**src/design/lcd_defines.svh**
```systemverilog
/*
 * screen geometry and motion constants for a 480x272 RGB565 panel
 * track bounds are block origins, so a block's far edge is bound + block size - 1
 */
`ifndef LCD_DEFINES_SVH
`define LCD_DEFINES_SVH

// ------------------------------
// active area
`define LCD_H_ACTIVE       (480)
`define LCD_V_ACTIVE       (272)

// ------------------------------
// bar and band geometry
`define LCD_VBAR_W         (60)    // eight vertical bars
`define LCD_HBAR_H         (34)    // eight horizontal bars
`define LCD_BAND_H         (91)    // last band is one row short

// ------------------------------
// moving blocks
`define LCD_BLOCK_SIZE     (32)
`define LCD_TRACK_RIGHT    (448)   // outer track, origin x limit
`define LCD_TRACK_BOTTOM   (240)   // outer track, origin y limit
`define LCD_TRACK_INSET    (32)    // each inner track shrinks by this on all sides

// cycles between position steps
`define LCD_MOVE_PERIOD    (12288)

`endif

```
**src/design/lcd_pkg.sv**
```systemverilog
/*
 * shared types and the eight entry bar palette
 * mode values above PAT_BLOCKS are legal on the bus and render black
 */
package lcd_pkg;

	typedef logic [15:0] rgb565_t;    // 5|6|5
	typedef logic [8:0]  coord_t;
	typedef logic [3:0]  bar_idx_t;
	typedef logic [1:0]  band_t;      // 0 red, 1 green, 2 blue, 3 outside

	typedef enum logic [2:0]
	{
		PAT_VBARS    = 3'd0,
		PAT_HBARS    = 3'd1,
		PAT_GRID     = 3'd2,
		PAT_GRADIENT = 3'd3,
		PAT_BLOCKS   = 3'd4
	} pattern_mode_t;

	// clockwise walk around a track
	typedef enum logic [1:0]
	{
		DIR_RIGHT = 2'd0,
		DIR_DOWN  = 2'd1,
		DIR_LEFT  = 2'd2,
		DIR_UP    = 2'd3
	} move_dir_t;

	// ------------------------------
	// palette, listed in bar order
	localparam rgb565_t COL_RED     = 16'hF800;
	localparam rgb565_t COL_GREEN   = 16'h07E0;
	localparam rgb565_t COL_BLUE    = 16'h001F;
	localparam rgb565_t COL_WHITE   = 16'hFFFF;
	localparam rgb565_t COL_BLACK   = 16'h0000;
	localparam rgb565_t COL_YELLOW  = 16'hFFE0;
	localparam rgb565_t COL_MAGENTA = 16'hF81F;
	localparam rgb565_t COL_CYAN    = 16'h07FF;

endpackage

```
**src/design/block_mover.sv**
```systemverilog
/*
 * three 32x32 blocks on nested clockwise tracks with block k inset by 32*k
 * one pixel step per tick; a corner costs one tick to turn without moving
 * MOVE_PERIOD of 1 gives a tick every cycle
 */
`include "lcd_defines.svh"

module block_mover
#(
	parameter int MOVE_PERIOD = `LCD_MOVE_PERIOD
)
(
	input  logic            clk,
	input  logic            rst_n,
	output lcd_pkg::coord_t red_x,
	output lcd_pkg::coord_t red_y,
	output lcd_pkg::coord_t green_x,
	output lcd_pkg::coord_t green_y,
	output lcd_pkg::coord_t blue_x,
	output lcd_pkg::coord_t blue_y
);

	import lcd_pkg::*;

	localparam int NUM_BLK = 3;
	localparam int CNT_W   = (MOVE_PERIOD > 1) ? $clog2(MOVE_PERIOD) : 1;

	// per block track limits
	function automatic coord_t trk_lo(int k);
		return coord_t'(k * `LCD_TRACK_INSET);
	endfunction

	function automatic coord_t trk_right(int k);
		return coord_t'(`LCD_TRACK_RIGHT - k * `LCD_TRACK_INSET);
	endfunction

	function automatic coord_t trk_bottom(int k);
		return coord_t'(`LCD_TRACK_BOTTOM - k * `LCD_TRACK_INSET);
	endfunction

	logic [CNT_W-1:0] tick_cnt;
	logic             move_tick;
	coord_t           blk_x [NUM_BLK];
	coord_t           blk_y [NUM_BLK];
	move_dir_t        blk_dir [NUM_BLK];

	// ------------------------------
	// move tick
	assign move_tick = (tick_cnt == CNT_W'(MOVE_PERIOD - 1));

	always_ff @(posedge clk or negedge rst_n)
	begin
		if (!rst_n)
			tick_cnt <= '0;
		else if (move_tick)
			tick_cnt <= '0;    // wrap
		else
			tick_cnt <= tick_cnt + 1'b1;
	end

	// ------------------------------
	// one motion FSM per block
	always_ff @(posedge clk or negedge rst_n)
	begin
		if (!rst_n)
		begin
			for (int k = 0; k < NUM_BLK; k++)
			begin
				blk_x[k]   <= trk_lo(k);
				blk_y[k]   <= trk_lo(k);
				blk_dir[k] <= DIR_RIGHT;
			end
		end
		else if (move_tick)
		begin
			for (int k = 0; k < NUM_BLK; k++)
			begin
				case (blk_dir[k])
					DIR_RIGHT:
						if (blk_x[k] < trk_right(k))
							blk_x[k] <= blk_x[k] + 1'b1;
						else
							blk_dir[k] <= DIR_DOWN;
					DIR_DOWN:
						if (blk_y[k] < trk_bottom(k))
							blk_y[k] <= blk_y[k] + 1'b1;
						else
							blk_dir[k] <= DIR_LEFT;
					DIR_LEFT:
						if (blk_x[k] > trk_lo(k))
							blk_x[k] <= blk_x[k] - 1'b1;
						else
							blk_dir[k] <= DIR_UP;
					DIR_UP:
						if (blk_y[k] > trk_lo(k))
							blk_y[k] <= blk_y[k] - 1'b1;
						else
							blk_dir[k] <= DIR_RIGHT;    // lap done
				endcase
			end
		end
	end

	assign red_x   = blk_x[0];
	assign red_y   = blk_y[0];
	assign green_x = blk_x[1];
	assign green_y = blk_y[1];
	assign blue_x  = blk_x[2];
	assign blue_y  = blk_y[2];

	for (genvar k = 0; k < NUM_BLK; k++)
	begin : g_chk
		a_in_track: assert property (@(posedge clk) disable iff (!rst_n)
			blk_x[k] >= trk_lo(k) && blk_x[k] <= trk_right(k) &&
			blk_y[k] >= trk_lo(k) && blk_y[k] <= trk_bottom(k));
	end

endmodule

```
**src/design/pixel_decode.sv**
```systemverilog
/*
 * first pipeline stage, one cycle from coordinate to decoded fields
 * bar and band come from range compares, so pixel order does not matter
 * block origins are used as held before the sampling edge
 */
`include "lcd_defines.svh"

module pixel_decode
(
	input  logic                  clk,
	input  logic                  rst_n,
	input  logic                  pixel_valid,
	input  lcd_pkg::coord_t       x_pos,
	input  lcd_pkg::coord_t       y_pos,
	input  lcd_pkg::pattern_mode_t mode,
	input  lcd_pkg::coord_t       red_x,
	input  lcd_pkg::coord_t       red_y,
	input  lcd_pkg::coord_t       green_x,
	input  lcd_pkg::coord_t       green_y,
	input  lcd_pkg::coord_t       blue_x,
	input  lcd_pkg::coord_t       blue_y,
	output logic                  dec_valid,
	output lcd_pkg::pattern_mode_t dec_mode,
	output logic                  dec_in_frame,
	output lcd_pkg::bar_idx_t     vbar_idx,
	output lcd_pkg::bar_idx_t     hbar_idx,
	output lcd_pkg::band_t        band,
	output logic [5:0]            grad_level,
	output logic [2:0]            block_hit
);

	import lcd_pkg::*;

	// highest bar whose left/top edge the position has passed
	function automatic bar_idx_t bar_of(coord_t pos, int unsigned pitch);
		bar_idx_t idx;
		idx = '0;
		for (int unsigned i = 1; i < 16; i++)
			if (32'(pos) >= i * pitch)
				idx = bar_idx_t'(i);
		return idx;
	endfunction

	// origin .. origin+size-1 on one axis
	function automatic logic in_span(coord_t pos, coord_t org);
		return (pos >= org) && (coord_t'(pos - org) < coord_t'(`LCD_BLOCK_SIZE));
	endfunction

	logic     in_frame_c;
	bar_idx_t vbar_c;
	bar_idx_t hbar_c;
	band_t    band_c;
	logic [2:0] hit_c;

	// ------------------------------
	// combinational decode
	always_comb
	begin
		in_frame_c = (x_pos < coord_t'(`LCD_H_ACTIVE)) && (y_pos < coord_t'(`LCD_V_ACTIVE));
		vbar_c = bar_of(x_pos, `LCD_VBAR_W);
		hbar_c = bar_of(y_pos, `LCD_HBAR_H);

		if (y_pos < coord_t'(`LCD_BAND_H))
			band_c = 2'd0;
		else if (y_pos < coord_t'(2 * `LCD_BAND_H))
			band_c = 2'd1;
		else if (y_pos < coord_t'(`LCD_V_ACTIVE))
			band_c = 2'd2;
		else
			band_c = 2'd3;    // below the last band

		hit_c[0] = in_span(x_pos, red_x) && in_span(y_pos, red_y);
		hit_c[1] = in_span(x_pos, green_x) && in_span(y_pos, green_y);
		hit_c[2] = in_span(x_pos, blue_x) && in_span(y_pos, blue_y);
	end

	// ------------------------------
	// stage register
	always_ff @(posedge clk or negedge rst_n)
	begin
		if (!rst_n)
			dec_valid <= 1'b0;
		else
			dec_valid <= pixel_valid;
	end

	always_ff @(posedge clk)
	begin
		dec_mode     <= mode;
		dec_in_frame <= in_frame_c;
		vbar_idx     <= vbar_c;
		hbar_idx     <= hbar_c;
		band         <= band_c;
		grad_level   <= x_pos[8:3];    // red/blue drop the lsb later
		block_hit    <= hit_c;
	end

	a_mode_known: assert property (@(posedge clk) disable iff (!rst_n)
		pixel_valid |-> !$isunknown(mode));

endmodule

```
**src/design/color_result.sv**
```systemverilog
/*
 * second pipeline stage, picks the colour by mode and registers it
 * invalid or out-of-frame pixels come out black
 * block priority is fixed red, green, blue
 */
module color_result
(
	input  logic                   clk,
	input  logic                   rst_n,
	input  logic                   dec_valid,
	input  lcd_pkg::pattern_mode_t dec_mode,
	input  logic                   dec_in_frame,
	input  lcd_pkg::bar_idx_t      vbar_idx,
	input  lcd_pkg::bar_idx_t      hbar_idx,
	input  lcd_pkg::band_t         band,
	input  logic [5:0]             grad_level,
	input  logic [2:0]             block_hit,
	output logic                   lcd_valid,
	output lcd_pkg::rgb565_t       lcd_data
);

	import lcd_pkg::*;

	function automatic rgb565_t palette(bar_idx_t idx);
		case (idx)
			4'd0:    return COL_RED;
			4'd1:    return COL_GREEN;
			4'd2:    return COL_BLUE;
			4'd3:    return COL_WHITE;
			4'd4:    return COL_BLACK;
			4'd5:    return COL_YELLOW;
			4'd6:    return COL_MAGENTA;
			4'd7:    return COL_CYAN;
			default: return COL_BLACK;    // only reached off screen
		endcase
	endfunction

	rgb565_t vbar_col;
	rgb565_t hbar_col;
	rgb565_t pix_col;

	assign vbar_col = palette(vbar_idx);
	assign hbar_col = palette(hbar_idx);

	// ------------------------------
	// colour rule by mode
	always_comb
	begin
		case (dec_mode)
			PAT_VBARS:    pix_col = vbar_col;
			PAT_HBARS:    pix_col = hbar_col;
			PAT_GRID:     pix_col = vbar_col ^ hbar_col;
			PAT_GRADIENT:
				case (band)
					2'd0:    pix_col = {grad_level[5:1], 11'b0};
					2'd1:    pix_col = {5'b0, grad_level, 5'b0};
					2'd2:    pix_col = {11'b0, grad_level[5:1]};
					default: pix_col = COL_BLACK;
				endcase
			PAT_BLOCKS:
				if (block_hit[0])
					pix_col = COL_RED;
				else if (block_hit[1])
					pix_col = COL_GREEN;
				else if (block_hit[2])
					pix_col = COL_BLUE;
				else
					pix_col = COL_BLACK;
			default:      pix_col = COL_BLACK;    // unused mode codes
		endcase
	end

	// ------------------------------
	// output register
	always_ff @(posedge clk or negedge rst_n)
	begin
		if (!rst_n)
		begin
			lcd_valid <= 1'b0;
			lcd_data  <= COL_BLACK;
		end
		else
		begin
			lcd_valid <= dec_valid;
			lcd_data  <= (dec_valid && dec_in_frame) ? pix_col : COL_BLACK;
		end
	end

	a_idle_black: assert property (@(posedge clk)
		!lcd_valid |-> lcd_data == COL_BLACK);

endmodule

```
**src/design/lcd_pattern_top.sv**
```systemverilog
/*
 * pattern generator, two cycles from coordinate in to colour out
 * pixel_valid is a single-cycle strobe; there is no back-pressure
 */
`include "lcd_defines.svh"

module lcd_pattern_top
#(
	parameter int MOVE_PERIOD = `LCD_MOVE_PERIOD
)
(
	input  logic                   clk,
	input  logic                   rst_n,
	input  logic                   pixel_valid,
	input  lcd_pkg::coord_t        x_pos,
	input  lcd_pkg::coord_t        y_pos,
	input  lcd_pkg::pattern_mode_t mode,
	output logic                   lcd_valid,
	output lcd_pkg::rgb565_t       lcd_data
);

	import lcd_pkg::*;

	// block origins
	coord_t red_x, red_y;
	coord_t green_x, green_y;
	coord_t blue_x, blue_y;

	// decode to result
	logic          dec_valid;
	pattern_mode_t dec_mode;
	logic          dec_in_frame;
	bar_idx_t      vbar_idx;
	bar_idx_t      hbar_idx;
	band_t         band;
	logic [5:0]    grad_level;
	logic [2:0]    block_hit;

	block_mover #(.MOVE_PERIOD(MOVE_PERIOD)) u_mover
	(
		.clk     (clk),
		.rst_n   (rst_n),
		.red_x   (red_x),
		.red_y   (red_y),
		.green_x (green_x),
		.green_y (green_y),
		.blue_x  (blue_x),
		.blue_y  (blue_y)
	);

	pixel_decode u_decode
	(
		.clk          (clk),
		.rst_n        (rst_n),
		.pixel_valid  (pixel_valid),
		.x_pos        (x_pos),
		.y_pos        (y_pos),
		.mode         (mode),
		.red_x        (red_x),
		.red_y        (red_y),
		.green_x      (green_x),
		.green_y      (green_y),
		.blue_x       (blue_x),
		.blue_y       (blue_y),
		.dec_valid    (dec_valid),
		.dec_mode     (dec_mode),
		.dec_in_frame (dec_in_frame),
		.vbar_idx     (vbar_idx),
		.hbar_idx     (hbar_idx),
		.band         (band),
		.grad_level   (grad_level),
		.block_hit    (block_hit)
	);

	color_result u_result
	(
		.clk          (clk),
		.rst_n        (rst_n),
		.dec_valid    (dec_valid),
		.dec_mode     (dec_mode),
		.dec_in_frame (dec_in_frame),
		.vbar_idx     (vbar_idx),
		.hbar_idx     (hbar_idx),
		.band         (band),
		.grad_level   (grad_level),
		.block_hit    (block_hit),
		.lcd_valid    (lcd_valid),
		.lcd_data     (lcd_data)
	);

endmodule

```
**config.mk**
```make
export PLATFORM = sky130hd
export DESIGN_NAME = lcd_pattern_top
export DESIGN_NICKNAME = d
export VERILOG_FILES = /design/src/design/lcd_pkg.sv /design/src/design/block_mover.sv /design/src/design/pixel_decode.sv /design/src/design/color_result.sv /design/src/design/lcd_pattern_top.sv
export VERILOG_INCLUDE_DIRS = /design/src /design/src/design
export SDC_FILE = /design/constraint.sdc
export NUM_CORES = 1
export LEC_CHECK = 0
export BUFFER_PORTS_ARGS = -buffer_cell sky130_fd_sc_hd__buf_2
export CAP_MARGIN = 20
export CORE_ASPECT_RATIO = 0.7
export CORE_MARGIN = 10
export CORE_UTILIZATION = 55
export CTS_BUF_LIST = sky130_fd_sc_hd__clkbuf_16
export DETAILED_ROUTE_END_ITERATION = 10
export GPL_TIMING_DRIVEN = 0
export PLACE_DENSITY = 0.73
export SLEW_MARGIN = 0
export SYNTH_ARGS = -nofsm -noshare
export SYNTH_HDL_FRONTEND = slang
export SYNTH_SLANG_ARGS = --single-unit
```
**constraint.sdc**
```tcl
create_clock -name clk -period 3 [get_ports clk]
set_input_delay 0.15 -clock clk [delete_from_list [all_inputs] [get_ports clk]]
set_output_delay 0.15 -clock clk [all_outputs]
set_load 0.01 [all_outputs]
```
# Yosys cells after proc, flatten, opt, wreduce, memory -nomap -nowiden
# Memories as Yosys holds them, arrays and structs flattened. A register that Yosys moved wholly into a read port is not among the register bits.
# Index checks and enable logic that the tools add are counted.
# totals
regBits	115
mem_bits_ro	256
output_inout_bits	17
elab_cells	238
n_memories	2
# mem_list
memory	depth	word_bits	rd	rd_clocked_by_memory_dff	write_ports	line_no	rtl
(no name shown)	8	16	1	0	0	color_result.sv:25	case (idx)
(no name shown)	8	16	1	1	0	color_result.sv:25	
# op_classes
add_sub_neg	19
magnitude_cmp	51
n_eq_ne	40
n_mux	66
bitwise_logic	1
n_reduce_logical	35
# op_table
operator	n
$ge 9x9->1 const B	12
$mux 9	12
$pmux 9 s2	6
$mux 16	5
$pmux 16 s5	1
$add 9x1->9 const B	6
$ge 9x8->1 const B	6
$ge 9x9->1	6
$lt 9x6->1 const B	6
$sub 9x1->9 const B	6
$sub 9x9->9	6
$pmux 16 s3	1
$lt 9x9->1 const B	5
$lt 9x8->1 const B	4
$mux 2	16
$ge 9x7->1 const B	3
$mux 3	9
$mux 4	6
$ne 2x1->1 const B	12
$ne 2x2->1 const B	12
$pmux 2 s4	3
$reduce_and 4->1	6
$ge 9x6->1 const B	2
$gt 9x1->1 const B	2
22 further kinds	59

# Longest topological paths before layout
# logic_depth
ltp_word	15
mapped_depth	10
depth_no_buf	10

# Modules after synthesis
# A second synthesis with hierarchy kept.
# unflattened
hier_cells	1105
hier_area_um2	9241.4
# modules_own_cells
mod	instances	cells_each	area_per_inst_um2	seq_area_each_um2
block_mover	1	663	5644.2	1856.8
pixel_decode	1	353	2690.1	485.5
color_result	1	89	907.1	425.4

# Worst setup path after synthesis
# Ideal clock, no wire load.
# synth_path
path_type	register to register
startpoint	reg u_mover.blk_dir[2] in the netlist's numbering
endpoint	reg u_mover.blk_x (netlist bit u_mover.green_x[8])
arrival_ns	2.277
t_required_ns	2.920
slack_ns	0.643
stages_incl_launch_ff	11
synth_period_minus_slack_ns	2.357
path_cell_list	dfrtp_1 > inv_1 > ha_1 > inv_1 > fa_1 > nor2b_1 > o2111ai_1 > a31oi_1 > mux2_2 > nor2_1 > xnor2_1
# synth_via
elab_chain_cells	3
elab_cells_between_ends	7
cone_classes	3 x eq/ne; 1 x mux; 3 x reduce/logical
# synth_rtl
item	line_no	rtl
from (decl)	block_mover.sv:45	move_dir_t blk_dir [NUM_BLK];
from (signal, indexed assignment)	block_mover.sv:71	blk_dir[k] <= DIR_RIGHT;
from (signal, indexed assignment)	block_mover.sv:83	blk_dir[k] <= DIR_DOWN;
from (signal, indexed assignment)	block_mover.sv:88	blk_dir[k] <= DIR_LEFT;
$eq 2x2->1 / $logic_not 2->1 (equally long branches)	block_mover.sv:78	case (blk_dir[k])
$ne 2x1->1 (no source line) / $reduce_bool 2->1 (equally long branches)	-	
$reduce_and 4->1 (no source line)	-	
to (signal, indexed assignment)	block_mover.sv:69	blk_x[k] <= trk_lo(k);
to (signal, indexed assignment)	block_mover.sv:81	blk_x[k] <= blk_x[k] + 1'b1;
to (signal, indexed assignment)	block_mover.sv:91	blk_x[k] <= blk_x[k] - 1'b1;
to (decl)	block_mover.sv:43	coord_t blk_x [NUM_BLK];
# Several ways; a longest one is shown, not always the timed one.
# A chain may end at the register's enable or synchronous reset.

# Worst setup path in the final report
# Ends and elaborated chain as after synthesis.

==> results.md <==
- Run status: finished, final reports clean
- Main synth FF type: dfrtp_1
- Cell taking the most area after synthesis: dfrtp_1
- Syn Nets: 1125
- GPL Wtd Cong: 0.9002
- Synthesized flop and latch total: 115
- P_sw: 988.6 uW
- First-pass GRT wire length: 34070 um
- Inst Count DP: 1227
- Full die area: 21240 um2
- Yosys top cell area share: 0.2544
- Final setup skew: 0.01118 ns
- Netlist cell types: 70
- Period utilization: 0.9198
- Synth top area cells: dfrtp_1, ha_1, dfxtp_1
- CP Capture Type: flop
- Setup violators final: 0
- Antenna Cells: 0
- Largest stage delay, worst path: 0.43 ns
- WL final: 20030 um
- Combinational power share: 0.095
- Maxcap violations: 0
- Clock sinks: 115
- Router iterations before antenna repair: 5
- Critical Path, Cell by Cell: inv_1 -> ha_1 -> inv_1 -> fa_1 -> nor2b_1 -> o2111ai_1 -> a31oi_1 -> mux2_2 -> nor2_1 -> xnor2_1
- GRT Residual Overflow: 0
- Post-synth top cells: ha_1, dfrtp_1, nor2_1, o21ai_0, nand2_1
- # IOs: 41
- Final setup margin: 0.2405 ns
- Synth Area per Inst: 8.779 um2
- Rel. slew slack: 0.5446
- Placed instance area: 9136 um2
- Core box area: 15450 um2
- Share of cells above drive strength 1: 0.09457
- Hold Crit Class: input port to flop
- Net count reported at finish: 1194
- Row count: 38
- Fin Setup TNS: 0 ns
- WL/cell: 15.80 um
- Slowest cell on crit path: fa_1
- Mapped cell area: 8656 um2
- Initial antenna violation count: 0
- Clock buffer depth: 2
- RSZ-0062 raised after global routing: false
- Crit path DAT: 3.09 ns
- Initial Util: 0.5602
- Post-synth ARST share: 0.8000
- Switching Share: 0.2460
- Worst-path clk slew: 0.06 ns
- Port bufs: 40
- CP startpoint kind: flop
- Final non-filler cell total: 1268
- Post-route cell area: 9827 um2
- Setup bufs post-CTS: 0
- Leakage: 0.004347 uW
- Post-synth EDFFs: 0
- H-tree depth: 4
- Crit path kind: flop to flop
- Critical-path maximum fanout: 11
- Remaining DRCs: 0
- Crit-path most repeated cell: inv_1
- DP Worst Slack: 0.1998 ns
- Clk pwr share: 0.508
- Fillers: 1240
- Mapped Cells: 986
- Vias in the first global route: 7038
- Minimum clock period: 2.759 ns
- Power share of the sequential group: 0.397
- Synth Warn #: 0
- WP data required: 3.33 ns
- Most common cell in the synthesized netlist: ha_1
- GR Util All Layers: 0.1925
- P&R area growth vs syn: 13.53%
- Largest net degree at the start of global routing: 50
- Vias/cell: 5.740
- Clk_lat worst skew: 0.41 ns
- P_int: 3030 uW
- Max-slew violations: 0
- DRT iter0 DRCs: 575
- Routed Antenna Nets: 0
- Pwr per Cell Area: 408.9 nW/um2
- Fin util: 0.6360
- Measured slew at the worst slew-check pin: 0.6760 ns
- CTS Root Cell: clkbuf_16
- Chip Height: 125.0 um
- Sequential fraction of the synthesis area: 0.3197
- Die Wd: 169.9 um
- Via Count: 7278
- CTS Buf Count: 17
- Post-DP HPWL: 14910 um
- Internal reg-to-reg setup slack: 0.24 ns
- VDD IR-drop max: 0.0003347 V
- CTS tree: built
- F_max: 0.3624 GHz
- Final Hold Viols: 0
## routing by layer
| layer | wire length (um) | GRT usage |
|---|---|---|
| met5 | 0 | 0 |
| met2 | 9178 | 0.3069 |
| met4 | 123 | 0.04218 |
| met3 | 921 | 0.03992 |
| met1 | 9807 | 0.2632 |
## critical path, delay by kind of cell (launching register included)
family	cells	cell delay [ns]
AO/OA/AOI/OAI	2	0.37
XOR/XNOR	1	0.13
adder cells (fa/ha/maj)	2	0.85
buffers and inverters	2	0.22
flip-flops	1	0.41
multiplexers	1	0.36
AND/OR/NAND/NOR	2	0.33
## state kept, by name (all words and copies together), names as in the netlist, named ones only
| signal | cells |
|---|---|
| u_decode.band | 2 |
| u_decode.block_hit | 3 |
| u_decode.dec_in_frame | 1 |
| u_decode.dec_mode | 3 |
| u_decode.dec_valid | 1 |
| u_decode.grad_level | 6 |
| u_decode.hbar_idx | 4 |
| u_decode.vbar_idx | 1 |
| u_mover.blk_dir | 6 |
| u_mover.blue_x | 9 |
| u_mover.blue_y | 9 |
| u_mover.green_x | 9 |
| u_mover.green_y | 9 |
| u_mover.red_x | 9 |
| u_mover.red_y | 9 |
| u_mover.tick_cnt | 14 |
| u_result.lcd_data | 16 |
| u_result.lcd_valid | 1 |
## stage by stage
| step | total power [uW] | hold slack (ns) |
|---|---|---|
| floorplan | 1856 | -0.1456 |
| global placement | 1982 | 0.2541 |
| detailed placement | 1995 | 0.2077 |
| CTS | 4044 | 0.001762 |
| global route | 4169 | 0.01515 |
| finish | 4018 | 0.02767 |
## repair_timing
| action | CTS | global route |
|---|---|---|
| gates resized for setup | 0 | 1 |
| hold endpoints to repair | 48 | 1 |
| endpoints found under the setup margin | 0 | 7 |
| hold buffers | 8 | 1 |
## cell families after synthesis
family / Yosys count / synth area share
muxes: 33 / 0.03961
buffers and inverters: 96 / 0.04308
and+or+nand+nor: 304 / 0.1717
AOI/OAI and AO/OA: 258 / 0.1868
DFF: 115 / 0.3197
adders and majority gates: 116 / 0.1726
xor gates and xnor gates: 64 / 0.06649
## layout make-up
class,instances,area (um2),area share
plain buffers,19,83.83,0.008531
clock buffers,17,425.4,0.04329
clock inverters,15,166.4,0.01693
inverters,77,289.0,0.02941
multi-input cells,775,5524,0.5621
flip-flops and latches,115,2768,0.2816
well taps,200,250.2,0.02546
repair buffers,50,320.3,0.03259
## power groups by stage
| stage | clock (uW) | combinational [uW] | sequential, uW |
|---|---|---|---|
| 2_1_floorplan | 0 | 235 | 1620 |
| 3_3_place_gp | 0 | 360 | 1620 |
| 3_5_place_dp | 0 | 373 | 1620 |
| 4_1_cts | 2070 | 383 | 1590 |
| 5_1_grt | 2140 | 435 | 1600 |
| 6_report | 2040 | 383 | 1590 |
## path summary, 6_finish.rpt
check / from / endpoint / cells past startpoint
worst max-delay path: u_mover.blk_dir[2] / u_mover.green_x[8] / 10
worst min-delay path: x_pos[8] / u_decode.grad_level[5] / 1
worst max register to register: u_mover.blk_dir[2] / u_mover.green_x[8] / 10
worst min register to register: u_decode.dec_valid / u_result.lcd_valid / 0
max in group asynchronous: rst_n / u_mover.blue_x[6] / 3
min in group asynchronous: rst_n / u_decode.dec_valid / 2
## placed cells by master, fill, tap and decap left out, types with 9 or more instances in the layout
| cell type | instances |
|---|---|
| a21o_1 | 14 |
| dlygate4sd3_1 | 9 |
| xor2_1 | 30 |
| nor3_1 | 23 |
| clkbuf_16 | 17 |
| o21ai_0 | 81 |
| inv_1 | 79 |
| ha_1 | 109 |
| nand2b_1 | 19 |
| and3_1 | 10 |
| dfrtp_1 | 88 |
| mux2_2 | 10 |
| nor2b_1 | 14 |
| nor4_1 | 13 |
| a21oi_1 | 67 |
| xnor2_1 | 33 |
| buf_2 | 43 |
| nor2_1 | 83 |
| o2111ai_1 | 12 |
| dfxtp_1 | 23 |
| nand4_1 | 9 |
| a31oi_1 | 20 |
| mux2i_1 | 23 |
| clkbuf_1 | 14 |
| nand2_1 | 79 |
| nand3_1 | 18 |
Note: power is estimated with default switching activity, not from simulation.
